[src/rtl/melodyPkg.sv]
// ROM word layout, bus widths and control opcodes shared by the melody player and its testbench
package melodyPkg;

	// word address and data width of the melody ROM bus
	localparam int ADDR_WIDTH = 12;
	localparam int DATA_WIDTH = 16;

	// control word opcodes
	localparam logic [2:0] OP_END  = 3'd0;
	localparam logic [2:0] OP_JUMP = 3'd1;

	// first word of a record, a note header or a control word
	typedef union packed {
		struct packed {
			logic        control;
			logic [14:0] durationMs;
		} note;
		struct packed {
			logic                  control;
			logic [2:0]            opcode;
			logic [ADDR_WIDTH-1:0] jumpAddress;
		} ctrl;
	} noteHeader_t;

endpackage

[src/rtl/melodyRom.sv]
// read-only Wishbone slave with the fixed melody table, one word per access
`timescale 1ns/1ps
`default_nettype none

module melodyRom (
	input  logic                             Clock,
	input  logic                             Reset,
	input  logic                             wbCyc_i,
	input  logic                             wbStb_i,
	input  logic [melodyPkg::ADDR_WIDTH-1:0] wbAdr_i,
	output logic [melodyPkg::DATA_WIDTH-1:0] wbDat_o,
	output logic                             wbAck_o
);
	import melodyPkg::*;

	// records are {0, durationMs} then halfPeriodUs; unused words read as end
	always_ff @(posedge Clock) begin
		if (wbCyc_i && wbStb_i) begin
			case (wbAdr_i)
				// 0x000: three notes then end
				12'h000: wbDat_o <= {1'b0, 15'd3};
				12'h001: wbDat_o <= 16'd100;
				12'h002: wbDat_o <= {1'b0, 15'd2};
				12'h003: wbDat_o <= 16'd50;
				12'h004: wbDat_o <= {1'b0, 15'd2};
				12'h005: wbDat_o <= 16'd200;
				12'h006: wbDat_o <= {1'b1, OP_END, 12'h000};
				// 0x010: note, rest, note
				12'h010: wbDat_o <= {1'b0, 15'd2};
				12'h011: wbDat_o <= 16'd80;
				12'h012: wbDat_o <= {1'b0, 15'd2};
				12'h013: wbDat_o <= 16'd0;
				12'h014: wbDat_o <= {1'b0, 15'd2};
				12'h015: wbDat_o <= 16'd40;
				12'h016: wbDat_o <= {1'b1, OP_END, 12'h000};
				// 0x020: two notes looping forever
				12'h020: wbDat_o <= {1'b0, 15'd1};
				12'h021: wbDat_o <= 16'd60;
				12'h022: wbDat_o <= {1'b0, 15'd1};
				12'h023: wbDat_o <= 16'd120;
				12'h024: wbDat_o <= {1'b1, OP_JUMP, 12'h020};
				// 0x030: one long note
				12'h030: wbDat_o <= {1'b0, 15'd20};
				12'h031: wbDat_o <= 16'd250;
				default: wbDat_o <= {1'b1, OP_END, 12'h000};
			endcase
		end
	end

	// single-cycle ack per strobe
	always_ff @(posedge Clock or negedge Reset) begin
		if (!Reset) begin
			wbAck_o <= 1'b0;
		end else begin
			wbAck_o <= wbCyc_i && wbStb_i && !wbAck_o;
		end
	end

endmodule

`default_nettype wire

[config.mk]
export PLATFORM = sky130hd
export DESIGN_NAME = melodyRom
export DESIGN_NICKNAME = d
export VERILOG_FILES = /design/src/rtl/melodyPkg.sv /design/src/rtl/melodyRom.sv
export SDC_FILE = /design/constraint.sdc
export NUM_CORES = 1
export LEC_CHECK = 0
export BUFFER_PORTS_ARGS = -buffer_cell sky130_fd_sc_hd__buf_2
export CAP_MARGIN = 40
export CORE_ASPECT_RATIO = 1.2
export CORE_MARGIN = 2
export CORE_UTILIZATION = 34
export DETAILED_ROUTE_END_ITERATION = 8
export PLACE_DENSITY = 0.58
export SYNTH_ARGS = -nofsm -noshare
export SYNTH_HDL_FRONTEND = slang
export SYNTH_SLANG_ARGS = --single-unit
[constraint.sdc]
create_clock -name Clock -period 0.8 [get_ports Clock]
set_input_delay 0.12 -clock Clock [delete_from_list [all_inputs] [get_ports Clock]]
set_output_delay 0.12 -clock Clock [all_outputs]
set_load 0.005 [all_outputs]
==> reports/metrics.sh, run 1 <==
WORST-PATH-MAX-FANOUT=1
DR_TOTAL_VIAS=720
RESULT_OF_THE_RUN='finished, violations left'
SYNTH-COMPOUND-AREA-SHARE_PCT=17.3
GRT_USAGE_PCT=16.1
SYNTHESIS.AREA_PER_INSTANCE_UM2=10.8
DRC_VIOLATIONS_LEFT=0
DIEHEIGHT_UM=55.8
YOSYS.AREA_SHARE.ADDER_PCT=0
GLOBAL_ROUTE.OVERFLOW_TOTAL=0
FINISH.NET_COUNT=136
TOP_LEVEL_PORTS=33
VIOLATIONS='negative setup slack'
CRITICAL_PATH_REQUIRED_NS=0.68
CRIT_SLOWEST_CELL='edfxtp_1'
CORE_UM2=2090
VIAS_PER_CELL=4.83
WORST_SETUP_HOLD_PATH_CLK_SLEW_NS=0.07
YOSYSWARNINGS=0
SETUP_TNS_NS=-1.16
FLOORPLAN.INITIALDENSITY_PCT=36.3
NUMBER_OF_FILLERS_IN_THE_FINAL_LAYOUT=180
LAYOUT.CELLS.MOST_COMMON_LIST='buf_2, buf_4, edfxtp_1'
SETUP_SLACK_NS=-0.0915
SYNTH_SIMPLE_GATE_AREA_SHARE_PCT=26.4
CRITICAL_PATH.N_BUFFERS_INVERTERS=1
DIE_OUTLINE_AREA_UM2=2630
PIN_COUNT_OF_THE_BIGGEST_NET_ENTERING_GLOBAL_ROUTING=12
ROW_COUNT=18
TOTAL_POWER_mW=1.45
CRITPATHARRIVALTIME_NS=0.77
CRITICAL_PATH.ENDPOINT_TYPE='output pin'
CP_NUM_CELLS=1
YOSYS.AREA_SHARE.XOR_XNOR_PCT=1.15
DRT-WIRELENGTH-PER-CELL_UM=13.3
ANTENNA_CELLS_INSERTED=0
GRT_ANTENNA_BEFORE_REPAIR=0
CLOCKBUFFERDEPTH=2
HOLD_VIOL_FINAL=0
POST-DP-HPWL_UM=1340
SYN-CELL-AREA_UM2=759
SYNTH_TOP_FAMILY_BY_AREA='simple AND/OR/NAND/NOR gates'
YS_SEQ_ELEMENTS=11
SETUP_VIOL=17
SYN-INSTANCE-COUNT=70
SETUP.WORST_PATH.CLASS='flop to output pin'
CLOCK_TREE.ROOT_CELL='clkbuf_4'
CTS-HTREE-LEVELS=1
SHARE_OF_FINAL_LAYOUT_STANDARD_CELLS_STRONGER_THAN_DRIVE_STRENGTH_1_PCT=63.0
MIN-DELAY-PATH-CLASS='primary input to asynchronous set/reset pin'
MAX_CLOCK_FREQ_MHz=1120
CTS_SINKS=11
LAYOUT.CELLS.MOST_COMMON='buf_2'
FIRST_GLOBAL_VIAS=695
COUNT_OF_CELL_TYPES_IN_THE_NETLIST=31
TIMING.REG2REG.WORST_PATH_DEPTH=1
POWER_DENSITY_nW_PER_UM2=1130
CHAIN_OF_CELLS_FORMING_THE_CRITICAL_PATH='buf_2'
ANTENNA_VIOLATING_NETS_POST_ROUTE=0
WORSTSETUPSTARTPOINTTYPE='flop'
INITIALDRTVIOLATIONCOUNT=7
RSZ_0062_RAISED_AFTER_GLOBAL_ROUTING='true'
VDD.IR_DROP.WORST_mV=0.511
DRT-TOTAL-WL_UM=1980
WORST_CLOCK_SKEW_NS=0
IO_BUFFERS=26
CHIPWIDTH_UM=47.1
CTS_BUFFERS=3
TIMING.MAX_CAP.VIOLATIONS=0
DETAILEDROUTE.FIRSTPASSITERATIONCOUNT=4
MAX_STAGE_DELAY_NS=0.37
REG2REG_SLACK_NS=0.26
PERIOD_NEEDED_NS=0.891
WHS_NS=0.142
SYN_TO_FINAL_GROWTH_PCT=68.4
P_LEAK_nW=0.512
CP_TOP_DELAY_FAMILY='flip-flops'
YOSYS-MUX-AREA-FRACTION_PCT=0
SEQUENTIAL_TO_TOTAL_AREA_SHARE_FROM_YOSYS_STAT_PCT=42.8
CLK_LATENCY_NS=0.27
FINALWEIGHTEDCONGESTION=0.806
FINAL_MIN_PERIOD_OVER_CLOCK_PERIOD_PCT=111
CTS_TREE='done'
GRT_PASS1_WL_UM=3030
FINALMAXSLEWVIOLATIONS=0
## layer usage
layer	part of all wire, %	wire (µm)	track usage (%)
met5	0	0	0
met4	5.2	102	11.5
met3	2.9	58	1.95
met2	57	1130	27.2
met1	35	688	17.2
## repair_timing
action,in CTS,in global routing
endpoints found under the setup margin,21,21
cloned,1,0
hold endpoints to repair,1,0
hold buffers,1,0
buffers inserted,1,2
gates resized for setup,7,26
pin swaps,2,6
## sequential cells by signal, indices dropped and copies added (netlist names)
| name | flops |
|---|---|
| wbAck_o | 1 |
| wbDat_o | 10 |
## cell usage after synthesis
cell,n,area [µm²]
edfxtp_1,10,300
buf_4,7,52.6
nor3_1,5,25.0
a21oi_1,4,20.0
nand2_1,4,15.0
nor2_1,4,15.0
buf_2,3,15.0
inv_1,3,11.3
nor2b_1,3,18.8
o21ai_0,3,15.0
and3b_1,2,17.5
nand3b_1,2,15.0
nor4_2,2,25.0
a2111oi_2,1,15.0
a2111oi_4,1,27.5
a211o_1,1,8.76
a221oi_2,1,15.0
a22oi_1,1,7.51
and2_1,1,6.26
buf_6,1,11.3
conb_1,1,3.75
dfrtp_1,1,25.0
nand2_4,1,11.3
nor4_1,1,6.26
nor4_4,1,21.3
nor4b_2,1,15.0
o2111ai_1,1,8.76
o21a_1,1,7.51
o22ai_1,1,6.26
or2_4,1,8.76
xor2_1,1,8.76
## where the power goes
part	internal [mW]	switching (mW)	total, mW
Combinational	0.196	0.210	0.406
Clock	0.185	0.198	0.383
Sequential	0.653	0.00637	0.660
## logic make-up after synthesis
kind of cell              Yosys count
DFF                                11
buffers and inverters              14
AOI/OAI and AO/OA                  15
xor gates and xnor gates            1
and+or+nand+nor                    28
other                               1
## through the flow
stage	utilization (%)	setup WS (ns)	area, µm²	cells
floorplan	-	-0.195	815	75
global placement	50.4	-0.329	1060	140
detailed placement	50.4	-0.407	1060	140
CTS	55.1	-0.106	1150	147
global route	61.1	-0.145	1280	149
finish	61.1	-0.0915	1280	149
## layout make-up
cell class	count	area, µm²	area share, %
Clock buffer	3	22.5	1.76
Clock inverter	1	5.00	0.391
Inverter	3	11.3	0.881
Multi-Input combinational cell	51	503	39.3
Sequential cell	11	325	25.4
Tap cell	30	37.5	2.94
Timing Repair Buffer	50	374	29.3
## final timing paths
path | from | end
setup reg to reg | wbAck_o$_DFF_PN0_ | wbAck_o$_DFF_PN0_
min in group Clock | wbAdr_i[1] | wbDat_o[12]$_SDFFCE_PP0N_
hold / removal | Reset | wbAck_o$_DFF_PN0_
setup / recovery | wbDat_o[3]$_SDFFCE_PP0N_ | wbDat_o[3]
hold reg to reg | wbAck_o$_DFF_PN0_ | wbAck_o$_DFF_PN0_
max in group asynchronous | Reset | wbAck_o$_DFF_PN0_
Power figures use the tool's default switching activity.
==> run 2, diff against run 1 <==
- ABC_CLOCK_PERIOD_IN_PS: unset -> 800
- CORE_MARGIN: 2 -> 1
- SKIP_CTS_REPAIR_TIMING: unset -> 1
==> run 2 against run 1 <==
Via count down 7.8%. Die area down 7.7%. The run still ends with negative setup slack left. Combinational power down 16%. Final cell count down 1.3%. Power down 6.2%. Register-to-register slack about the same. Flip-flop and latch count unchanged. Critical path depth unchanged. Utilization down 5.7 points. Largest power group unchanged. Critical endpoint is now wbDat_o[12]. Highest routed layer unchanged.
==> reports/metrics.sh, run 2 (synthesis results as in run 1) <==
RESULT_OF_THE_RUN='finished, violations left'
VIOLATIONS='negative setup slack'
SETUP_SLACK_NS=-0.0953
CHIPWIDTH_UM=45.1
CTS_TREE='done'
WORSTSETUPSTARTPOINTTYPE='flop'
FINAL_MIN_PERIOD_OVER_CLOCK_PERIOD_PCT=112
CRIT_SLOWEST_CELL='edfxtp_1'
FINALINSTANCEAREA_UM2=1150
DRT-WIRELENGTH-PER-CELL_UM=11.1
LAYOUT.CELLS.MOST_COMMON_LIST='buf_2, buf_4, edfxtp_1'
DRC_VIOLATIONS_LEFT=0
REG_TOP3='wbDat_o x10, wbAck_o x1'
TOP_REGISTER='wbDat_o'
INITIALDRTVIOLATIONCOUNT=5
CP_TOP_DELAY_FAMILY='flip-flops'
CRITICAL_PATH_REQUIRED_NS=0.68
PIN_COUNT_OF_THE_BIGGEST_NET_ENTERING_GLOBAL_ROUTING=14
GLOBALROUTEMET3UTIL_PCT=2.01
HOLD_VIOL_FINAL=0
WHS_NS=0.155
SHARE_OF_POWER_BURNED_IN_THE_CLOCK_NETWORK_PCT=26.4
CORE_UM2=2070
CTS_BUFFERS=3
MIN-DELAY-PATH-CLASS='primary input to asynchronous set/reset pin'
WORST_SETUP_HOLD_PATH_CLK_SLEW_NS=0.06
RSZ_0062_RAISED_AFTER_GLOBAL_ROUTING='true'
LAYOUT.CELLS.MOST_COMMON='buf_2'
DETAILEDROUTE.FIRSTPASSITERATIONCOUNT=4
FIN_UTIL_PCT=55.4
FIRST_GLOBAL_VIAS=533
WORST-PATH-MAX-FANOUT=1
IO_BUFFERS=26
CLK_LATENCY_NS=0.26
CRITPATHARRIVALTIME_NS=0.78
MAX_CLOCK_FREQ_MHz=1120
CHAIN_OF_CELLS_FORMING_THE_CRITICAL_PATH='buf_2'
SETUP.WORST_PATH.CLASS='flop to output pin'
SWSHARE_PCT=25.2
LARGEST_REGISTER_FF_COUNT=10
P_INT_mW=1.02
SHARE_OF_FINAL_LAYOUT_STANDARD_CELLS_STRONGER_THAN_DRIVE_STRENGTH_1_PCT=57.3
FINALWEIGHTEDCONGESTION=0.785
USE_MET1_PCT=15.4
ROW_COUNT=18
POWER_DENSITY_nW_PER_UM2=1190
GRT_PASS1_WL_UM=2270
WORST_CLOCK_SKEW_NS=0
VIAS_PER_CELL=4.52
DP_WORST_SETUP_SLACK_NS=-0.392
PART_OF_THE_POWER_IN_COMBINATIONAL_LOGIC_PCT=25.0
TIMING.MAX_CAP.VIOLATIONS=0
GRT_USAGE_PCT=13.5
FLOORPLAN.INITIALDENSITY_PCT=36.7
SETUP_VIOL=21
GRT_ANTENNA_BEFORE_REPAIR=0
GLOBAL_ROUTE.OVERFLOW_TOTAL=0
CTS-HTREE-LEVELS=1
FINALMAXSLEWVIOLATIONS=0
PERIOD_NEEDED_NS=0.895
ANTENNA_CELLS_INSERTED=0
NETSWITCHINGPOWER_uW=343
SYN_TO_FINAL_GROWTH_PCT=51.1
CLOCKBUFFERDEPTH=2
DR_TOTAL_VIAS=664
DIE_OUTLINE_AREA_UM2=2430
CLOCK_TREE.ROOT_CELL='clkbuf_4'
POST-DP-HPWL_UM=1220
CTS_SINKS=11
VDD.IR_DROP.WORST_mV=0.477
TOTAL_POWER_mW=1.36
GRT_USE_MET2_PCT=21.7
FINISH.NET_COUNT=134
DRT-TOTAL-WL_UM=1630
MAX_STAGE_DELAY_NS=0.38
SEQPWRFRAC_PCT=48.6
DPL-INSTANCE-AREA_UM2=1040
DIEHEIGHT_UM=53.8
TOP_LEVEL_PORTS=33
CRITICAL_PATH.ENDPOINT_TYPE='output pin'
GLOBALROUTE.BUSIESTLAYER='met2'
P_LEAK_nW=0.464
CRITICAL_PATH.N_BUFFERS_INVERTERS=1
ANTENNA_VIOLATING_NETS_POST_ROUTE=0
==> run 2: cell types whose count changed in the layout (fill, tap and decap cells not counted), moves of 2 or more <==
cell / change
nor3_4: -2
buf_4: +2
buf_6: -4
nor2_4: -2
==> run 2: power by group through the flow <==
stage / clock network [mW] / registers (mW) / logic (mW)
3_5_place_dp: 0 / 0.673 / 0.312
5_1_grt: 0.408 / 0.664 / 0.369
2_1_floorplan: 0 / 0.679 / 0.172
6_report: 0.359 / 0.660 / 0.340
3_3_place_gp: 0 / 0.672 / 0.304
4_1_cts: 0.378 / 0.661 / 0.312
==> run 2: metal layers <==
layer | vias up | wire length [µm]
li1 | 343 | -
met1 | 300 | 640
met2 | 17 | 907
met3 | 4 | 60
met4 | 0 | 26
met5 | - | 0
==> run 2: path summary, 6_finish.rpt <==
kind	start	to	slack (ns)	cells after the start
worst max-delay path	wbDat_o[12]$_SDFFCE_PP0N_	wbDat_o[12]	-0.1	1
worst min-delay path	Reset	wbAck_o$_DFF_PN0_	0.15	2
worst max register to register	wbAck_o$_DFF_PN0_	wbAck_o$_DFF_PN0_	0.25	1
worst min register to register	wbAck_o$_DFF_PN0_	wbAck_o$_DFF_PN0_	0.42	1
max in group asynchronous	Reset	wbAck_o$_DFF_PN0_	0.56	2
min in group Clock	wbAdr_i[3]	wbDat_o[15]$_SDFFCE_PP1N_	0.20	3
==> run 2: metrics by stage <==
stage,setup TNS (ns),cells
2_1_floorplan,-1.31,75
6_report,-1.43,147
3_5_place_dp,-3.34,140
5_1_grt,-2.15,147
3_3_place_gp,-3.03,140
4_1_cts,-1.37,144
==> run 2: final cells by class <==
class | instances | area, µm²
Clock buffer | 4 | 26.3
Fill cell | 194 | 925
Sequential cell | 11 | 325
Tap cell | 30 | 37.5
Multi-Input combinational cell | 51 | 418
Timing Repair Buffer | 48 | 329
Inverter | 3 | 11.3
==> run 3, diff against run 2 <==
- CAP_MARGIN: 40 -> unset
- PLACE_DENSITY: 0.58 -> 0.59
==> run 3 against run 2 <==
The flow still finishes with violations (negative setup slack). Final area fell by 3.9%. Critical path type unchanged. First-iteration DRC count rose to 2.6 times the previous value. Die area did not move. Largest cell class unchanged. Count of clock-buffer cells in the layout did not move. Clock skew did not move. Routed wire length fell by 2.3%. Setup slack improved by 0.0047 ns. Flip-flop and latch count did not move.
==> reports/metrics.sh, run 3 (synthesis results as in run 1) <==
CP_TOP_DELAY_FAMILY='flip-flops'
CRITPATHARRIVALTIME_NS=0.77
INITIALDRTVIOLATIONCOUNT=13
TIMING.MAX_CAP.VIOLATIONS=0
VIOLATIONS='negative setup slack'
CRIT_SLOWEST_CELL='edfxtp_1'
DIE_OUTLINE_AREA_UM2=2430
MIN-DELAY-PATH-CLASS='primary input to asynchronous set/reset pin'
RESULT_OF_THE_RUN='finished, violations left'
VDD.IR_DROP.WORST_mV=0.424
CORE_UM2=2070
ANTENNA_VIOLATING_NETS_POST_ROUTE=0
FLOORPLAN.INITIALDENSITY_PCT=36.7
RSZ_0062_RAISED_AFTER_GLOBAL_ROUTING='true'
DR_TOTAL_VIAS=630
FINALWEIGHTEDCONGESTION=0.846
NUMBER_OF_FILLERS_IN_THE_FINAL_LAYOUT=204
CTS-HTREE-LEVELS=1
SETUP_SLACK_NS=-0.0906
LAYOUT.CELLS.MOST_COMMON='buf_2'
POST-DP-HPWL_UM=1210
HOLD_VIOL_FINAL=0
IO_BUFFERS=26
LAYOUT.CELLS.MOST_COMMON_LIST='buf_2, buf_4, edfxtp_1'
POWER_DENSITY_nW_PER_UM2=1230
CHIPWIDTH_UM=45.1
CTS_BUFFERS=3
ROW_COUNT=18
FINISH.NET_COUNT=129
AREA_OCCUPIED_BY_MULTI_INPUT_GATES_UM2=404
DPL-INSTANCE-AREA_UM2=1010
VIAS_PER_CELL=4.44
CLOCKBUFFERDEPTH=2
WORST_CLOCK_SKEW_NS=0
DRT-TOTAL-WL_UM=1600
SETUP_VIOL=18
FINALINSTANCEAREA_UM2=1100
SYN_TO_FINAL_GROWTH_PCT=45.1
CHAIN_OF_CELLS_FORMING_THE_CRITICAL_PATH='buf_2'
SWSHARE_PCT=25.8
CP_NUM_CELLS=1
DIEHEIGHT_UM=53.8
TOP_REGISTER='wbDat_o'
P_INT_mW=1.01
DRT-WIRELENGTH-PER-CELL_UM=11.2
SHARE_OF_POWER_BURNED_IN_THE_CLOCK_NETWORK_PCT=27.5
SETUP_TNS_NS=-1.11
GRT_PASS1_WL_UM=2330
WORST-PATH-MAX-FANOUT=1
LARGEST_REGISTER_FF_COUNT=10
FINALMAXSLEWVIOLATIONS=0
NETSWITCHINGPOWER_uW=351
MAX_CLOCK_FREQ_MHz=1120
ANTENNA_CELLS_INSERTED=0
CTS_TREE='done'
WORST_SETUP_HOLD_PATH_CLK_SLEW_NS=0.07
DRC_VIOLATIONS_LEFT=0
CLOCK_TREE.ROOT_CELL='clkbuf_4'
REG_TOP3='wbDat_o x10, wbAck_o x1'
WORSTSETUPSTARTPOINTTYPE='flop'
CRITICAL_PATH.N_BUFFERS_INVERTERS=1
DETAILEDROUTE.FIRSTPASSITERATIONCOUNT=4
CRITICAL_PATH_REQUIRED_NS=0.68
GLOBAL_ROUTE.OVERFLOW_TOTAL=0
REGAREA_UM2=325
DP_WORST_SETUP_SLACK_NS=-0.375
FINAL_MIN_PERIOD_OVER_CLOCK_PERIOD_PCT=111
SHARE_OF_FINAL_LAYOUT_STANDARD_CELLS_STRONGER_THAN_DRIVE_STRENGTH_1_PCT=56.3
FIRST_GLOBAL_VIAS=558
P_LEAK_nW=0.438
SETUP.WORST_PATH.CLASS='flop to output pin'
MAX_STAGE_DELAY_NS=0.37
GRT_ANTENNA_BEFORE_REPAIR=0
CTS_SINKS=11
TOTAL_POWER_mW=1.36
GRT_USAGE_PCT=13.6
CRITICAL_PATH.ENDPOINT_TYPE='output pin'
PART_OF_THE_POWER_IN_COMBINATIONAL_LOGIC_PCT=23.9
PIN_COUNT_OF_THE_BIGGEST_NET_ENTERING_GLOBAL_ROUTING=15
TOP_LEVEL_PORTS=33
TIMING.REG2REG.WORST_PATH_DEPTH=1
SEQPWRFRAC_PCT=48.6
CLK_LATENCY_NS=0.27
PERIOD_NEEDED_NS=0.891
run 3: final timing paths:
check                                               start                        end  slack [ns]
worst max-delay path            wbDat_o[15]$_SDFFCE_PP1N_                wbDat_o[15]       -0.09
worst min-delay path                                Reset          wbAck_o$_DFF_PN0_        0.15
worst max register to register          wbAck_o$_DFF_PN0_          wbAck_o$_DFF_PN0_        0.26
worst min register to register          wbAck_o$_DFF_PN0_          wbAck_o$_DFF_PN0_        0.42
max in group asynchronous                           Reset          wbAck_o$_DFF_PN0_        0.57
min in group Clock                             wbAdr_i[3]  wbDat_o[15]$_SDFFCE_PP1N_        0.19
run 3: layout make-up:
cell class                 count  share of cell area [%]
sequential                    11                    29.5
multi-input combinational     50                    36.7
clock buffer                   4                    2.38
timing repair buffer          44                    27.0
inverter                       3                    1.02
tap                           30                    3.41
run 3: per-layer routing:
| metal | track usage [%] | wire length [µm] | up-vias |
|---|---|---|---|
| li1 | - | - | 329 |
| met5 | 0 | 0 | - |
| met3 | 1.01 | 37 | 0 |
| met2 | 21.5 | 899 | 13 |
| met4 | 12.1 | 0 | 0 |
| met1 | 16.4 | 660 | 288 |
run 3: through the flow:
step                      hold slack (ns)  cells  utilization (%)
final                               0.150    142             53.2
after global routing                0.160    142             53.2
after CTS                          -0.397    140             50.2
after detailed placement           -0.104    136             48.9
after global placement             -0.106    136             48.9
after floorplan                    -0.176     75                -
run 3: power by group through the flow:
stage / Combinational, mW / Clock [mW] / Sequential (mW)
final: 0.325 / 0.373 / 0.660
after global routing: 0.357 / 0.406 / 0.663
after CTS: 0.298 / 0.379 / 0.661
after detailed placement: 0.298 / 0 / 0.673
after global placement: 0.291 / 0 / 0.672
after floorplan: 0.172 / 0 / 0.679
