### config.mk
export PLATFORM = sky130hd
export DESIGN_NAME = voiceSequencer
export DESIGN_NICKNAME = d
export VERILOG_FILES = /design/src/rtl/melodyPkg.sv /design/src/rtl/toneGenerator.sv /design/src/rtl/voiceSequencer.sv
export SDC_FILE = /design/constraint.sdc
export NUM_CORES = 1
export LEC_CHECK = 0
export ABC_CLOCK_PERIOD_IN_PS = 6100
export BUFFER_PORTS_ARGS = -buffer_cell sky130_fd_sc_hd__buf_2
export CAP_MARGIN = 20
export CORE_MARGIN = 2
export CORE_UTILIZATION = 65
export DETAILED_ROUTE_END_ITERATION = 10
export HOLD_SLACK_MARGIN = 0.1
export PLACE_DENSITY = 0.93
export SYNTH_ARGS = -nofsm -noshare
export SYNTH_HDL_FRONTEND = slang
export SYNTH_HIERARCHICAL = 1
export SYNTH_SLANG_ARGS = --single-unit
### constraint.sdc
create_clock -name Clock -period 6.1 [get_ports Clock]
set_clock_uncertainty 0.05 [all_clocks]
set_input_delay 1.525 -clock Clock [delete_from_list [all_inputs] [get_ports Clock]]
set_output_delay 1.525 -clock Clock [all_outputs]
set_load 0.005 [all_outputs]
### src/rtl/melodyPkg.sv
// ROM word layout, bus widths and control opcodes shared by the melody player and its testbench
package melodyPkg;

	// word address and data width of the melody ROM bus
	localparam int ADDR_WIDTH = 12;
	localparam int DATA_WIDTH = 16;

	// control word opcodes
	localparam logic [2:0] OP_END  = 3'd0;
	localparam logic [2:0] OP_JUMP = 3'd1;

	// first word of a record, a note header or a control word
	typedef union packed {
		struct packed {
			logic        control;
			logic [14:0] durationMs;
		} note;
		struct packed {
			logic                  control;
			logic [2:0]            opcode;
			logic [ADDR_WIDTH-1:0] jumpAddress;
		} ctrl;
	} noteHeader_t;

endpackage

### src/rtl/toneGenerator.sv
// square wave of a given half period for a given duration, started by a one-cycle pulse
`timescale 1ns/1ps
`default_nettype none

module toneGenerator #(
	parameter int CLOCK_HZ = 2_000_000
)(
	input  logic        Clock,
	input  logic        Reset,
	input  logic        start_i,
	input  logic        abort_i,
	input  logic [14:0] durationMs_i,
	input  logic [15:0] halfPeriodUs_i,
	output logic        soundWave_o,
	output logic        done_o
);
	localparam int US_CYCLES = CLOCK_HZ / 1_000_000;
	localparam int MS_CYCLES = CLOCK_HZ / 1000;
	localparam int US_WIDTH  = $clog2(US_CYCLES + 1);
	localparam int MS_WIDTH  = $clog2(MS_CYCLES + 1);

	logic                active;
	logic [US_WIDTH-1:0] usCount;
	logic [MS_WIDTH-1:0] msCount;
	logic [15:0]         halfCount;
	logic [14:0]         msElapsed;
	logic [15:0]         halfPeriodUs;
	logic [14:0]         durationMs;
	logic                usTick;
	logic                msTick;
	logic                lastMs;

	assign usTick = (usCount == US_WIDTH'(US_CYCLES - 1));
	assign msTick = (msCount == MS_WIDTH'(MS_CYCLES - 1));
	// zero duration ends on the first millisecond
	assign lastMs = (16'(msElapsed) + 16'd1 >= 16'(durationMs));
	assign done_o = active && msTick && lastMs;

	always_ff @(posedge Clock or negedge Reset) begin
		if (!Reset) begin
			active      <= 1'b0;
			usCount     <= '0;
			msCount     <= '0;
			halfCount   <= '0;
			msElapsed   <= '0;
			soundWave_o <= 1'b0;
		end else if (abort_i) begin
			active      <= 1'b0;
			soundWave_o <= 1'b0;
		end else if (start_i) begin
			active      <= 1'b1;
			usCount     <= '0;
			msCount     <= '0;
			halfCount   <= '0;
			msElapsed   <= '0;
			// rest keeps the wave low
			soundWave_o <= (halfPeriodUs_i != '0);
		end else if (active) begin
			usCount <= usTick ? '0 : usCount + 1'b1;
			msCount <= msTick ? '0 : msCount + 1'b1;
			if (msTick)
				msElapsed <= msElapsed + 1'b1;
			if (done_o) begin
				active      <= 1'b0;
				soundWave_o <= 1'b0;
			end else if (usTick && halfPeriodUs != '0) begin
				if (halfCount == halfPeriodUs - 1'b1) begin
					halfCount   <= '0;
					soundWave_o <= !soundWave_o;
				end else begin
					halfCount <= halfCount + 1'b1;
				end
			end
		end
	end

	always_ff @(posedge Clock) begin
		if (start_i) begin
			halfPeriodUs <= halfPeriodUs_i;
			durationMs   <= durationMs_i;
		end
	end

	assert property (@(posedge Clock) disable iff (!Reset) done_o |=> !done_o);

endmodule

`default_nettype wire

### src/rtl/voiceSequencer.sv
// one voice: fetches note records over Wishbone and plays them on its tone generator
`timescale 1ns/1ps
`default_nettype none

module voiceSequencer #(
	parameter int CLOCK_HZ = 2_000_000
)(
	input  logic                             Clock,
	input  logic                             Reset,
	input  logic                             play_i,
	input  logic                             stop_i,
	input  logic [melodyPkg::ADDR_WIDTH-1:0] startAddress_i,
	output logic                             wbCyc_o,
	output logic                             wbStb_o,
	output logic [melodyPkg::ADDR_WIDTH-1:0] wbAdr_o,
	input  logic [melodyPkg::DATA_WIDTH-1:0] wbDat_i,
	input  logic                             wbAck_i,
	output logic                             soundWave_o,
	output logic                             playing_o,
	output logic [melodyPkg::DATA_WIDTH-1:0] halfPeriod_o
);
	import melodyPkg::*;

	localparam logic [2:0] IDLE         = 3'd0;
	localparam logic [2:0] FETCH_HEADER = 3'd1;
	localparam logic [2:0] FETCH_HALF   = 3'd2;
	localparam logic [2:0] PLAY         = 3'd3;
	localparam logic [2:0] STOPPED      = 3'd4;

	logic [2:0]            state;
	logic [ADDR_WIDTH-1:0] recordAddr;
	logic [14:0]           durationMs;
	logic                  toneStart;
	logic                  toneDone;
	noteHeader_t           header;

	assign header = wbDat_i;

	always_ff @(posedge Clock or negedge Reset) begin
		if (!Reset) begin
			state        <= IDLE;
			recordAddr   <= '0;
			wbCyc_o      <= 1'b0;
			wbStb_o      <= 1'b0;
			wbAdr_o      <= '0;
			playing_o    <= 1'b0;
			toneStart    <= 1'b0;
			halfPeriod_o <= '0;
		end else begin
			toneStart <= 1'b0;
			if (stop_i && state != IDLE && state != STOPPED) begin
				// an open bus cycle still has to see its ack
				state        <= STOPPED;
				playing_o    <= 1'b0;
				halfPeriod_o <= '0;
				if (wbAck_i) begin
					wbCyc_o <= 1'b0;
					wbStb_o <= 1'b0;
				end
			end else begin
				case (state)
					IDLE: begin
						if (play_i && !stop_i) begin
							recordAddr <= startAddress_i;
							playing_o  <= 1'b1;
							state      <= FETCH_HEADER;
						end
					end
					FETCH_HEADER: begin
						if (!wbCyc_o) begin
							wbCyc_o <= 1'b1;
							wbStb_o <= 1'b1;
							wbAdr_o <= recordAddr;
						end else if (wbAck_i) begin
							wbCyc_o <= 1'b0;
							wbStb_o <= 1'b0;
							if (!header.note.control) begin
								state <= FETCH_HALF;
							end else if (header.ctrl.opcode == OP_JUMP) begin
								recordAddr <= header.ctrl.jumpAddress;
							end else begin
								state        <= IDLE;
								playing_o    <= 1'b0;
								halfPeriod_o <= '0;
							end
						end
					end
					FETCH_HALF: begin
						if (!wbCyc_o) begin
							wbCyc_o <= 1'b1;
							wbStb_o <= 1'b1;
							wbAdr_o <= recordAddr + 1'b1;
						end else if (wbAck_i) begin
							wbCyc_o      <= 1'b0;
							wbStb_o      <= 1'b0;
							halfPeriod_o <= wbDat_i;
							toneStart    <= 1'b1;
							state        <= PLAY;
						end
					end
					PLAY: begin
						if (toneDone) begin
							recordAddr <= recordAddr + ADDR_WIDTH'(2);
							state      <= FETCH_HEADER;
						end
					end
					STOPPED: begin
						if (wbAck_i) begin
							wbCyc_o <= 1'b0;
							wbStb_o <= 1'b0;
						end else if (!wbCyc_o) begin
							state <= IDLE;
						end
					end
					default: state <= IDLE;
				endcase
			end
		end
	end

	// duration held from the header until the tone starts
	always_ff @(posedge Clock) begin
		if (state == FETCH_HEADER && wbAck_i)
			durationMs <= header.note.durationMs;
	end

	toneGenerator #(
		.CLOCK_HZ(CLOCK_HZ)
	) i_toneGenerator (
		.Clock         (Clock),
		.Reset         (Reset),
		.start_i       (toneStart),
		.abort_i       (stop_i),
		.durationMs_i  (durationMs),
		.halfPeriodUs_i(halfPeriod_o),
		.soundWave_o   (soundWave_o),
		.done_o        (toneDone)
	);

	assert property (@(posedge Clock) disable iff (!Reset) $rose(wbStb_o) |-> wbCyc_o);
	assert property (@(posedge Clock) disable iff (!Reset)
		(wbStb_o && !wbAck_i) |=> $stable(wbAdr_o));

endmodule

`default_nettype wire

==> results.md, run 1 <==
- Status: complete, no violations
- Initial core utilization: 0.663
- R2R setup slack: 2.06 ns
- Root buffer cell: clkbuf_16
- Tcrit/Tclk final: 0.662
- Final setup fails: 0
- Reg2Reg Depth: 15
- Vias per cell: 6.55
- Flip-flop and latch count after synthesis: 139
- Ys async rst share: 0.669
- Post-synth EDFFs: 46
- Detailed router's first-iteration violation count: 621
- Skew-Pair Late Insertion Delay: 0.42 ns
- Largest net degree at the start of global routing: 48
- Kind of critical path: reg -> reg
- HP Start: durationMs[6]$_DFFE_PP_
- CTS clk-pin slew, worst paths: 0.06 ns
- I/O Buffers: 64
- Post-synthesis instance area: 0.00790 mm2
- Crit. End Element: flop
- Syn. warnings: 6
- # hold bufs at CTS: 0
- Min Hold Slack: 0.370 ns
- Tmin final: 4.04 ns
- DRC: 0
- P_leak: 3.74 nW
- Critical path required time: 6.34 ns
- First-pass GRT wire length: 32.1 mm
- WL/cell: 19.8 um
- Vias in the first global route: 6,456
- Area Overhead vs Synth: 11.4%
- Fill cells: 779
- R2R Path End: recordAddr[6]$_DFFE_PN0P_
- Die width: 114 um
- Total of max-cap violations: 0
- CTS H-tree lvls: 4
- Max FO, Critical Path: 8
- Worst Path Buf+Inv: 0
- Hold path cells: 0
- I/O Pins: 65
- Distinct cells, synth: 80
- Num CTS Buffers: 17
- VDD IR max: 0.319 mV
- Crit-path cells: ha_1 > nand3_1 > nor2_1 > nand3_1 > nor2_1 > xor2_1 > ha_1 > nand3_1 > or2_2 > o21a_1 > nor2_1 > and3_1 > a21oi_1 > a211oi_1 > o22ai_1
- Core area: 0.0119 mm2
- Worst r2r src: i_toneGenerator/msElapsed[0]$_DFFE_PN0P_
- Largest cells by area after synthesis: dfrtp_1 (29%), edfxtp_1 (17%), nand2_1 (3.6%), ha_1 (3.3%), xnor2_1 (3.3%)
- Antenna violations before repair: 0
- Pwr dens: 332 mW/mm2
- Final Core Density: 0.738
- Commonest non-fill, non-tap cell in the layout: dfrtp_1
- Number of cell rows: 40
- Startpoint types: flop
- Post-synth top area share: 0.295
- Final TNS setup: 0 ns
- Most used DFF post-synth: dfrtp_1
- Layout cell share with drive strength beyond 1: 0.150
- Final Wtd Congestion: 0.959
- Mapped Nets: 856
- Clk buf depth: 2
- Hold EP: i_toneGenerator/durationMs[6]$_DFFE_PP_
- Final hold violation count: 0
- Crit-path leading delay family: simple AND/OR/NAND/NOR gates
- Syn_area_per_cell: 9.85 um2
- RSZ-0062 raised after global routing: false
- Total Routing Usage GR: 0.319
- CTS tree: done
- Max stage delay cell, worst path: nor2_1
- Post-CTS setup buffers: 0
- Max Freq: 248 MHz
- Pins Over Slew Limit: 0
- Tightest Pin Transition: 1.06 ns
- Worst hold path type: reg -> reg
- Die Ht: 114 um
- Detailed Route WL: 19.9 mm
- Die area: 0.0130 mm2
- DR pass1 iterations: 5
- Clock net sink count: 139
- Antenna diodes: 0
- Vias: 6,607
- WP data arrival: 4.27 ns
- Post-CTS resize count: 0
- Routed Antenna Nets: 0
- Crit path largest cell delay: 0.43 ns
- Rel. slew slack: 0.295
- Leading area contributor after synthesis: dfrtp_1
- Most frequent cells in the layout: dfrtp_1 (93), nand2_1 (75), buf_2 (63)
- Detailed Place HPWL: 13.3 mm
- Register area share after synthesis: 0.470
- Cell count after synthesis: 802
- Gr ovfl total: 0
- Final nets: 902
-- cells in the mapped netlist (5+ instances only) --
cell type	number
nand2b_1	6
o211ai_1	5
a221oi_1	5
nand2_1	75
nor4_1	11
nor2_1	55
nor3_1	11
edfxtp_1	46
and3_1	18
ha_1	21
a32o_1	9
a21o_1	7
nand3b_1	5
mux2i_1	18
o21ai_0	41
a21boi_0	11
nand3_1	38
xor2_1	14
o31ai_1	7
a31oi_1	7
xnor2_1	30
buf_6	7
o2bb2ai_1	6
a211oi_1	11
o22ai_1	15
inv_1	62
buf_2	13
a21oi_1	33
nand4_1	10
dfrtp_1	93
or3_1	7
clkbuf_1	17
or2_2	6
-- state kept, by name (all words and copies together) (netlist names) --
name / flops
i_toneGenerator/active: 1
durationMs: 15
state: 3
i_toneGenerator/msCount: 11
i_toneGenerator/durationMs: 15
halfPeriod_o: 16
i_toneGenerator/soundWave_o: 1
toneStart: 1
i_toneGenerator/msElapsed: 15
wbStb_o: 1
i_toneGenerator/usCount: 2
recordAddr: 12
wbAdr_o: 12
playing_o: 1
wbCyc_o: 1
i_toneGenerator/halfPeriodUs: 16
i_toneGenerator/halfCount: 16
-- metal layers --
metal | share of wire | up-vias | GRT usage
met1 | 0.39 | 3114 | 0.398
met4 | 0.047 | 0 | 0.167
met5 | 0 | - | 0
li1 | - | 3011 | -
met3 | 0.080 | 85 | 0.0683
met2 | 0.49 | 397 | 0.525
-- power breakdown --
group	internal (mW)	switching (mW)
clock network	0.630	0.408
registers	1.10	0.184
logic	0.264	0.333
-- worst reg2reg max path, delay by kind of cell, from the launching register on --
family / cells / cell delay, ns
xor+xnor: 1 / 0.12
flops: 1 / 0.42
simple gates: 8 / 2.08
compound gates: 4 / 0.71
fa+ha+maj: 2 / 0.54
-- cells by family (layout without fill, tap and decap cells) --
family,Yosys count,after routing,share of synthesized area
flip-flops,139,139,0.470
multiplexers,24,24,0.0323
AND/OR/NAND/NOR,285,285,0.193
buffers and inverters,102,161,0.0589
AO/OA/AOI/OAI,186,186,0.162
adder cells (fa/ha/maj),22,22,0.0345
XOR/XNOR,44,44,0.0488
-- final cells by class --
class                           instances  area, um2  share of cell area
Clock buffer                           20        458              0.0521
Clock inverter                         12        136              0.0155
Inverter                               62        233              0.0265
Multi-Input combinational cell        561       3720               0.423
Sequential cell                       139       3710               0.422
Tap cell                              147        184              0.0209
Timing Repair Buffer                   67        353              0.0401
-- worst max-delay path by stage --
stage                                                   startpoint                                         to  slack [ns]  cells past startpoint
after floorplan           i_toneGenerator/msElapsed[0]$_DFFE_PN0P_                 recordAddr[11]$_DFFE_PN0P_        2.72                     16
after CTS                 i_toneGenerator/msElapsed[0]$_DFFE_PN0P_                 recordAddr[11]$_DFFE_PN0P_        2.18                     15
after global placement    i_toneGenerator/msElapsed[0]$_DFFE_PN0P_                 recordAddr[10]$_DFFE_PN0P_        2.40                     15
after global routing      i_toneGenerator/msElapsed[0]$_DFFE_PN0P_  i_toneGenerator/halfCount[10]$_DFFE_PN0P_        1.67                     14
after detailed placement  i_toneGenerator/msElapsed[0]$_DFFE_PN0P_  i_toneGenerator/halfCount[10]$_DFFE_PN0P_        2.28                     14
final                     i_toneGenerator/msElapsed[0]$_DFFE_PN0P_                  recordAddr[6]$_DFFE_PN0P_        2.06                     15
-- metrics by stage --
| step | instance area (um2) | total power [mW] | instances | setup WS, ns |
|---|---|---|---|---|
| detailed placement | 8190 | 1.86 | 975 | 2.28 |
| floorplan | 7900 | 1.68 | 802 | 2.72 |
| finish | 8790 | 2.92 | 1008 | 2.06 |
| global placement | 8190 | 1.84 | 975 | 2.40 |
| global route | 8790 | 3.04 | 1008 | 1.67 |
| CTS | 8780 | 2.90 | 1007 | 2.18 |
No activity file was read; power rests on OpenSTA's default activity.
==> inputs of run 2 (changes only) <==
ABC_AREA = 1   (was not set)
ABC_CLOCK_PERIOD_IN_PS = 3300   (was 6100)
CORE_UTILIZATION = 55   (was 65)
PLACE_DENSITY = 0.84   (was 0.93)
clock period = 3.3 ns   (was 6.1 ns; I/O delays follow)
==> run 2 against run 1 <==
Net effect: the run now ends with negative setup slack left; synthesized area is 9.6% higher; global-route usage is 4.0 points lower; synthesized cell count is 34% higher; largest cell class unchanged.
==> results.md, run 2 <==
- I/O Pins: 65 (unchanged)
- Total of max-cap violations: 0 (unchanged)
- Vias: 7,954 (+20%)
- DRC: 0 (unchanged)
- Antenna diodes: 0 (unchanged)
- Status: complete, but fails checks
- Most common cell in the netlist: nand2_1
- Max Freq: 279 MHz (+13%)
- Pins Over Slew Limit: 0 (unchanged)
- Gr ovfl total: 0 (unchanged)
- Tcrit/Tclk final: 1.09 (+0.424)
- Largest net degree at the start of global routing: 94 (+96%)
- P_leak: 4.90 nW (+31%)
- Die width: 129 um (+13%)
- Post-synth EDFFs: 46 (unchanged)
- Comb power frac: 0.316 (+0.112)
- Antenna violations before repair: 0 (unchanged)
- Worst hold path type: reg -> reg
- Final Power: 6.36 mW (+120%)
- Cell count after synthesis: 1,072 (+34%)
- Final TNS setup: -6.28 ns (-6.28 ns)
- Mapped Nets: 1,126 (+32%)
- Die Ht: 129 um (+13%)
- Reg2Reg Depth: 19 (+4)
- PnR worst setup slack: -0.282 ns (-2.35 ns)
- CTS tree: done
- Die area: 0.0168 mm2 (+28%)
- Num CTS Buffers: 17 (unchanged)
- Final hold violation count: 0 (unchanged)
- Max FO, Critical Path: 8 (unchanged)
- Fill cells: 1,148 (+47%)
- Hold EP: i_toneGenerator/durationMs[12]$_DFFE_PP_
- Skew-Pair Late Insertion Delay: 0.42 ns (about the same)
- Most frequent cells in the layout: nand2_1 (263), inv_1 (134), dfrtp_1 (92)
- Critical path required time: 3.59 ns (-2.75 ns)
- I/O Buffers: 64 (unchanged)
- Final nets: 1,213 (+34%)
- Tightest Pin Transition: 0.665 ns (-0.393 ns)
- Post-synth top area share: 0.269 (-0.0259)
- Register area share after synthesis: 0.428 (-0.0412)
- Root buffer cell: clkbuf_16
- Initial core utilization: 0.565 (-0.0977)
- Psw: 2.40 mW (+160%)
- Startpoint types: flop
- Commonest non-fill, non-tap cell in the layout: nand2_1
- First-pass GRT wire length: 36.7 mm (+14%)
- Syn. warnings: 6 (unchanged)
- Number of cell rows: 45 (+13%)
- Final Wtd Congestion: 1.01 (+5.5%)
- Detailed Route WL: 24.4 mm (+23%)
- Failing checks: negative setup slack
- Ys async rst share: 0.669 (unchanged)
- CTS H-tree lvls: 4 (unchanged)
- Sequential Power Share: 0.379 (-0.062)
- Crit. End Element: flop
- VDD IR max: 0.438 mV (+37%)
- Final setup fails: 31 (+31)
- Area Overhead vs Synth: 17.6%
- Rel. slew slack: 0.553 (+0.258)
- Largest cells by area after synthesis: dfrtp_1 (27%), edfxtp_1 (16%), nand2_1 (13%), inv_1 (6.0%), nand3_1 (4.5%)
- Core area: 0.0153 mm2 (+29%)
- Power share of the clock group: 0.304 (-0.051)
- Hold path cells: 0 (unchanged)
- Min Hold Slack: 0.364 ns (-0.00595 ns)
- RSZ-0062 raised after global routing: true
- Vias per cell: 5.76 (-12%)
- Total Routing Usage GR: 0.279 (-0.0399)
- HP Start: durationMs[12]$_DFFE_PP_
- Detailed router's first-iteration violation count: 808 (+30%)
- Tmin final: 3.58 ns (-0.453 ns)
- Clock net sink count: 139 (unchanged)
- Switching Fraction: 0.378 (+0.0616)
- Flip-flop and latch count after synthesis: 139 (unchanged)
- Leading area contributor after synthesis: dfrtp_1
- Syn_area_per_cell: 8.07 um2 (-18%)
- R2R Path End: i_toneGenerator/halfCount[3]$_DFFE_PN0P_
- WL/cell: 17.7 um (-11%)
- DR pass1 iterations: 6 (+1)
- R2R setup slack: -0.28 ns (-2.35 ns)
- Most used DFF post-synth: dfrtp_1
- Most frequent cells after synthesis: nand2_1 (289), inv_1 (139), dfrtp_1 (93)
- Vias in the first global route: 7,503 (+16%)
- Post-synthesis instance area: 0.00866 mm2 (+9.6%)
- CTS clk-pin slew, worst paths: 0.06 ns (about the same)
- Worst r2r src: i_toneGenerator/msElapsed[1]$_DFFE_PN0P_
- WP data arrival: 3.87 ns (-0.40 ns)
- Routed Antenna Nets: 0 (unchanged)
- Final Core Density: 0.665 (-0.0737)
- Pint: 3.96 mW (+98%)
- Post-route insts no fill: 1,382 (+37%)
- Kind of critical path: reg -> reg
- Clk buf depth: 2 (unchanged)
- Largest regs: halfPeriod_o x16, i_toneGenerator/halfCount x16, i_toneGenerator/halfPeriodUs x16
- Pwr dens: 625 mW/mm2 (+88%)
- Layout cell share with drive strength beyond 1: 0.243 (+0.0936)
- Distinct cells, synth: 53 (-34%)
- Detailed Place HPWL: 15.0 mm (+12%)
- Total instance count after detailed placement: 1,332 (+37%)
run 2: cell count changes after synthesis, sizes merged, moves of 14 or more:
cell,delta
nor2,+51
nand3,+61
o21ai,+29
inv,+88
clkbuf,-14
nand2,+240
mux2i,-18
and3,-17
xnor2,-23
run 2: how the worst max path moves through the flow:
stage / from / to / slack [ns] / cells past startpoint
2_1_floorplan: i_toneGenerator/msElapsed[0]$_DFFE_PN0P_ / recordAddr[7]$_DFFE_PN0P_ / 0.16 / 25
3_3_place_gp: i_toneGenerator/msElapsed[0]$_DFFE_PN0P_ / recordAddr[6]$_DFFE_PN0P_ / 0.04 / 25
3_5_place_dp: i_toneGenerator/msElapsed[0]$_DFFE_PN0P_ / recordAddr[2]$_DFFE_PN0P_ / -0.21 / 25
4_1_cts: i_toneGenerator/msElapsed[0]$_DFFE_PN0P_ / recordAddr[2]$_DFFE_PN0P_ / -0.07 / 25
5_1_grt: i_toneGenerator/msElapsed[1]$_DFFE_PN0P_ / i_toneGenerator/halfCount[4]$_DFFE_PN0P_ / -0.36 / 20
6_report: i_toneGenerator/msElapsed[1]$_DFFE_PN0P_ / i_toneGenerator/halfCount[3]$_DFFE_PN0P_ / -0.28 / 19
run 2: critical path, stage by stage, from the launching register on:
cell and delay, ns:
dfrtp_1 0.34, buf_4 0.12, nand2_1 0.12, nor4_2 0.42
nand3_1 0.15, xor2_1 0.23, inv_1 0.09, ha_1 0.31
a21oi_1 0.22, o21ai_0 0.17, nand2_1 0.10, nand2_1 0.05
nor2_1 0.12, nand3_2 0.10, buf_4 0.14, buf_4 0.14
nand3_4 0.07, nand3_4 0.15, clkbuf_16 0.23, o21ai_1 0.16
run 2: cells by family (layout without fill, tap and decap cells):
| family | count (synthesis) | in the layout | share of synthesized area |
|---|---|---|---|
| simple gates | 574 | 574 | 0.320 |
| xor+xnor | 34 | 34 | 0.0377 |
| compound gates | 122 | 122 | 0.0867 |
| flops | 139 | 139 | 0.428 |
| buf+inv | 182 | 281 | 0.0968 |
| fa+ha+maj | 21 | 21 | 0.0304 |
run 2: power by group through the flow:
| stage | Clock [mW] | Combinational, mW | Sequential [mW] |
|---|---|---|---|
| 4_1_cts | 1.93 | 1.84 | 2.39 |
| 5_1_grt | 2.01 | 2.23 | 2.44 |
| 3_3_place_gp | 0 | 1.68 | 2.40 |
| 3_5_place_dp | 0 | 1.75 | 2.40 |
| 2_1_floorplan | 0 | 1.50 | 2.27 |
| 6_report | 1.94 | 2.01 | 2.41 |
run 2: stage by stage:
step | area, um2 | worst slack (ns)
2_1_floorplan | 8660 | 0.159
3_3_place_gp | 9120 | 0.0410
3_5_place_dp | 9120 | -0.209
4_1_cts | 9830 | -0.0661
5_1_grt | 10200 | -0.360
6_report | 10200 | -0.282
run 2: final cells by class:
class	count	area, um2	share of cell area
multi-input cells	751	4390	0.432
flip-flops and latches	139	3710	0.364
repair buffers	98	651	0.0639
inverters	152	581	0.0570
clock buffers	18	429	0.0422
well taps	211	264	0.0259
clock inverters	13	151	0.0149
run 2: repair_timing:
item	CTS	global route
hold buffers	0	0
gates cloned	1	4
endpoints found under the setup margin	15	32
pin swaps	13	31
setup buffers	6	9
gates resized for setup	20	59
run 2: routing by layer:
layer  track usage  vias to the layer above  part of all wire
met5             0                        -                 0
met4         0.141                        0             0.050
met3        0.0553                      112             0.088
met2         0.460                      497              0.48
met1         0.352                     3698              0.38
li1              -                     3647                 -
==> inputs of run 3 (changes only) <==
==> constraint.sdc (replaced) <==
create_clock -name Clock -period 3.3 [get_ports Clock]
set_clock_uncertainty 0.05 [all_clocks]
set_input_delay 0.33 -clock Clock [delete_from_list [all_inputs] [get_ports Clock]]
set_output_delay 0.33 -clock Clock [all_outputs]
set_load 0.005 [all_outputs]
==> run 3 against run 2 <==
Net effect: the run still ends with negative setup slack left; combinational power is essentially flat; clock-buffer cell count shrank 1; die area is the same; first-iteration DRC count shrank 7.7%; final cell count grew 0.65%; sequential share of layout area shrank 0.32 points; routed wire length shrank 4.2%; clock power is essentially flat; fmax grew 6.6%; critical path depth grew 6.
==> results.md, run 3 (same netlist as run 2, synthesis figures left out) <==
- Commonest non-fill, non-tap cell in the layout: nand2_1
- Global-route met2 utilization: 0.445 (-0.0152)
- Failing checks: negative setup slack
- Root buffer cell: clkbuf_16
- Pwr dens: 624 mW/mm2 (-0.14%)
- Crit path largest cell delay: 0.40 ns (-0.02 ns)
- PnR worst setup slack: -0.0595 ns (+0.223 ns)
- Detailed Place HPWL: 15.1 mm (+0.70%)
- CTS clk-pin slew, worst paths: 0.06 ns (about the same)
- Worst hold path type: in -> reg
- Detailed router's first-iteration violation count: 746 (-7.7%)
- P_leak: 4.96 nW (+1.3%)
- Final nets: 1,221 (+0.66%)
- Met1 Track Usage GR: 0.342 (-0.0101)
- DR pass1 iterations: 5 (-1)
- Vias per cell: 5.67 (-1.4%)
- Tmin final: 3.36 ns (-0.223 ns)
- Layout cell share with drive strength beyond 1: 0.231 (-0.0129)
- Final hold violation count: 0 (unchanged)
- Routed Antenna Nets: 0 (unchanged)
- Detailed Route WL: 23.4 mm (-4.2%)
- Gr ovfl total: 0 (unchanged)
- Antenna violations before repair: 0 (unchanged)
- Core area: 0.0153 mm2 (unchanged)
- Max Freq: 298 MHz (+6.6%)
- Gr busiest metal: met2
- VDD IR max: 0.578 mV (+32%)
- Worst Path Buf+Inv: 6 (+1)
- Area Overhead vs Synth: 18.6%
- Total of max-cap violations: 0 (unchanged)
- WL/cell: 16.8 um (-4.8%)
- CTS tree: done
- Number of cell rows: 45 (unchanged)
- Max stage delay cell, worst path: dfrtp_1
- Pins Over Slew Limit: 0 (unchanged)
- Final setup fails: 13 (-58%)
- Final TNS setup: -0.476 ns (+5.80 ns)
- Kind of critical path: reg -> reg
- Num CTS Buffers: 17 (unchanged)
- I/O Buffers: 64 (unchanged)
- Initial core utilization: 0.565 (unchanged)
- Startpoint types: flop
- Final Wtd Congestion: 0.977 (-3.5%)
- Max FO, Critical Path: 6 (-2)
- Final Power: 6.40 mW (+0.70%)
- Crit. End Element: flop
- Die width: 129 um (unchanged)
- Largest net degree at the start of global routing: 53 (-44%)
- CTS H-tree lvls: 4 (unchanged)
- M3 GR Usage: 0.0549 (-0.000413)
- Tcrit/Tclk final: 1.02 (-0.0675)
- First-pass GRT wire length: 35.6 mm (-3.0%)
- Tightest Pin Transition: 0.710 ns (+0.0455 ns)
- Total Routing Usage GR: 0.272 (-0.00703)
- Vias: 7,891 (-0.79%)
- Fill cells: 1,145 (-0.26%)
- Post-route insts no fill: 1,391 (+0.65%)
- Most frequent cells in the layout: nand2_1 (269), inv_1 (135), dfrtp_1 (93)
- RSZ-0062 raised after global routing: true
- Clk buf depth: 2 (unchanged)
- DRC: 0 (unchanged)
- I/O Pins: 65 (unchanged)
- Vias in the first global route: 7,366 (-1.8%)
- Crit-path leading delay family: simple AND/OR/NAND/NOR gates
- Rel. slew slack: 0.526 (-0.0262)
- Die area: 0.0168 mm2 (unchanged)
- Status: complete, but fails checks
- Total instance count after detailed placement: 1,332 (unchanged)
- Clock net sink count: 139 (unchanged)
- Critical path required time: 3.57 ns (-0.02 ns)
- Min Hold Slack: 0.131 ns (-0.233 ns)
- WP data arrival: 3.63 ns (-0.24 ns)
- Skew-Pair Late Insertion Delay: 0.43 ns (about the same)
- Die Ht: 129 um (unchanged)
- Antenna diodes: 0 (unchanged)
- Largest regs: halfPeriod_o x16, i_toneGenerator/halfCount x16, i_toneGenerator/halfPeriodUs x16
==> run 3: changes by cell type in the layout (fill, tap and decap cells not counted), sizes merged <==
cell	delta
bufinv	-1
buf	-7
inv	+5
clkbuf	-1
clkinvlp	-1
dlygate4sd3	+15
clkinv	-1
==> run 3: cell type report <==
type,count,area [um2],share of cell area
clock buffers,17,425,0.0414
well taps,211,264,0.0257
repair buffers,106,751,0.0731
multi-input cells,751,4350,0.424
inverters,152,578,0.0563
flip-flops and latches,139,3710,0.361
clock inverters,15,184,0.0179
==> run 3: worst reg2reg max path, delay by kind of cell (launching register included) <==
| kind | cells | cell delay [ns] |
|---|---|---|
| xor+xnor | 1 | 0.22 |
| fa+ha+maj | 2 | 0.46 |
| buf+inv | 6 | 0.53 |
| flops | 1 | 0.40 |
| simple gates | 16 | 1.58 |
==> run 3: what timing repair did <==
action | in CTS | in global routing
setup endpoints to repair | 30 | 31
pin swaps | 12 | 28
buffers inserted | 5 | 2
cloned | 1 | 4
gates resized for setup | 19 | 48
hold endpoints to repair | 65 | 0
hold buffers | 15 | 0
==> run 3: through the flow <==
| stage | area [um2] | utilization | setup WS [ns] |
|---|---|---|---|
| floorplan | 8660 | - | 0.159 |
| global route | 10300 | 0.670 | -0.291 |
| detailed placement | 9120 | 0.596 | -0.194 |
| CTS | 9970 | 0.651 | -0.0343 |
| finish | 10300 | 0.670 | -0.0595 |
| global placement | 9120 | 0.596 | 0.0470 |
==> run 3: per-layer routing <==
metal | part of all wire | routed length [um]
met3 | 0.079 | 1860
met5 | 0 | 0
met4 | 0.048 | 1130
met2 | 0.49 | 11400
met1 | 0.38 | 8970
==> run 3: path summary, 6_finish.rpt <==
path,endpoint,slack (ns),cells after the start,startpoint
worst min register to register,i_toneGenerator/durationMs[1]$_DFFE_PP_,0.37,0,durationMs[1]$_DFFE_PP_
max in group asynchronous,halfPeriod_o[15]$_DFFE_PN0P_,2.05,3,Reset
worst max-delay path,recordAddr[4]$_DFFE_PN0P_,-0.06,25,i_toneGenerator/msElapsed[0]$_DFFE_PN0P_
worst min-delay path,durationMs[1]$_DFFE_PP_,0.13,1,wbDat_i[1]
worst max register to register,recordAddr[4]$_DFFE_PN0P_,-0.06,25,i_toneGenerator/msElapsed[0]$_DFFE_PN0P_
min in group asynchronous,i_toneGenerator/halfCount[15]$_DFFE_PN0P_,0.45,2,Reset
==> run 3: where the power goes <==
group          switching [mW]  internal, mW
clock                   0.825          1.14
sequential              0.333          2.08
combinational            1.31         0.717
total                    2.47          3.94
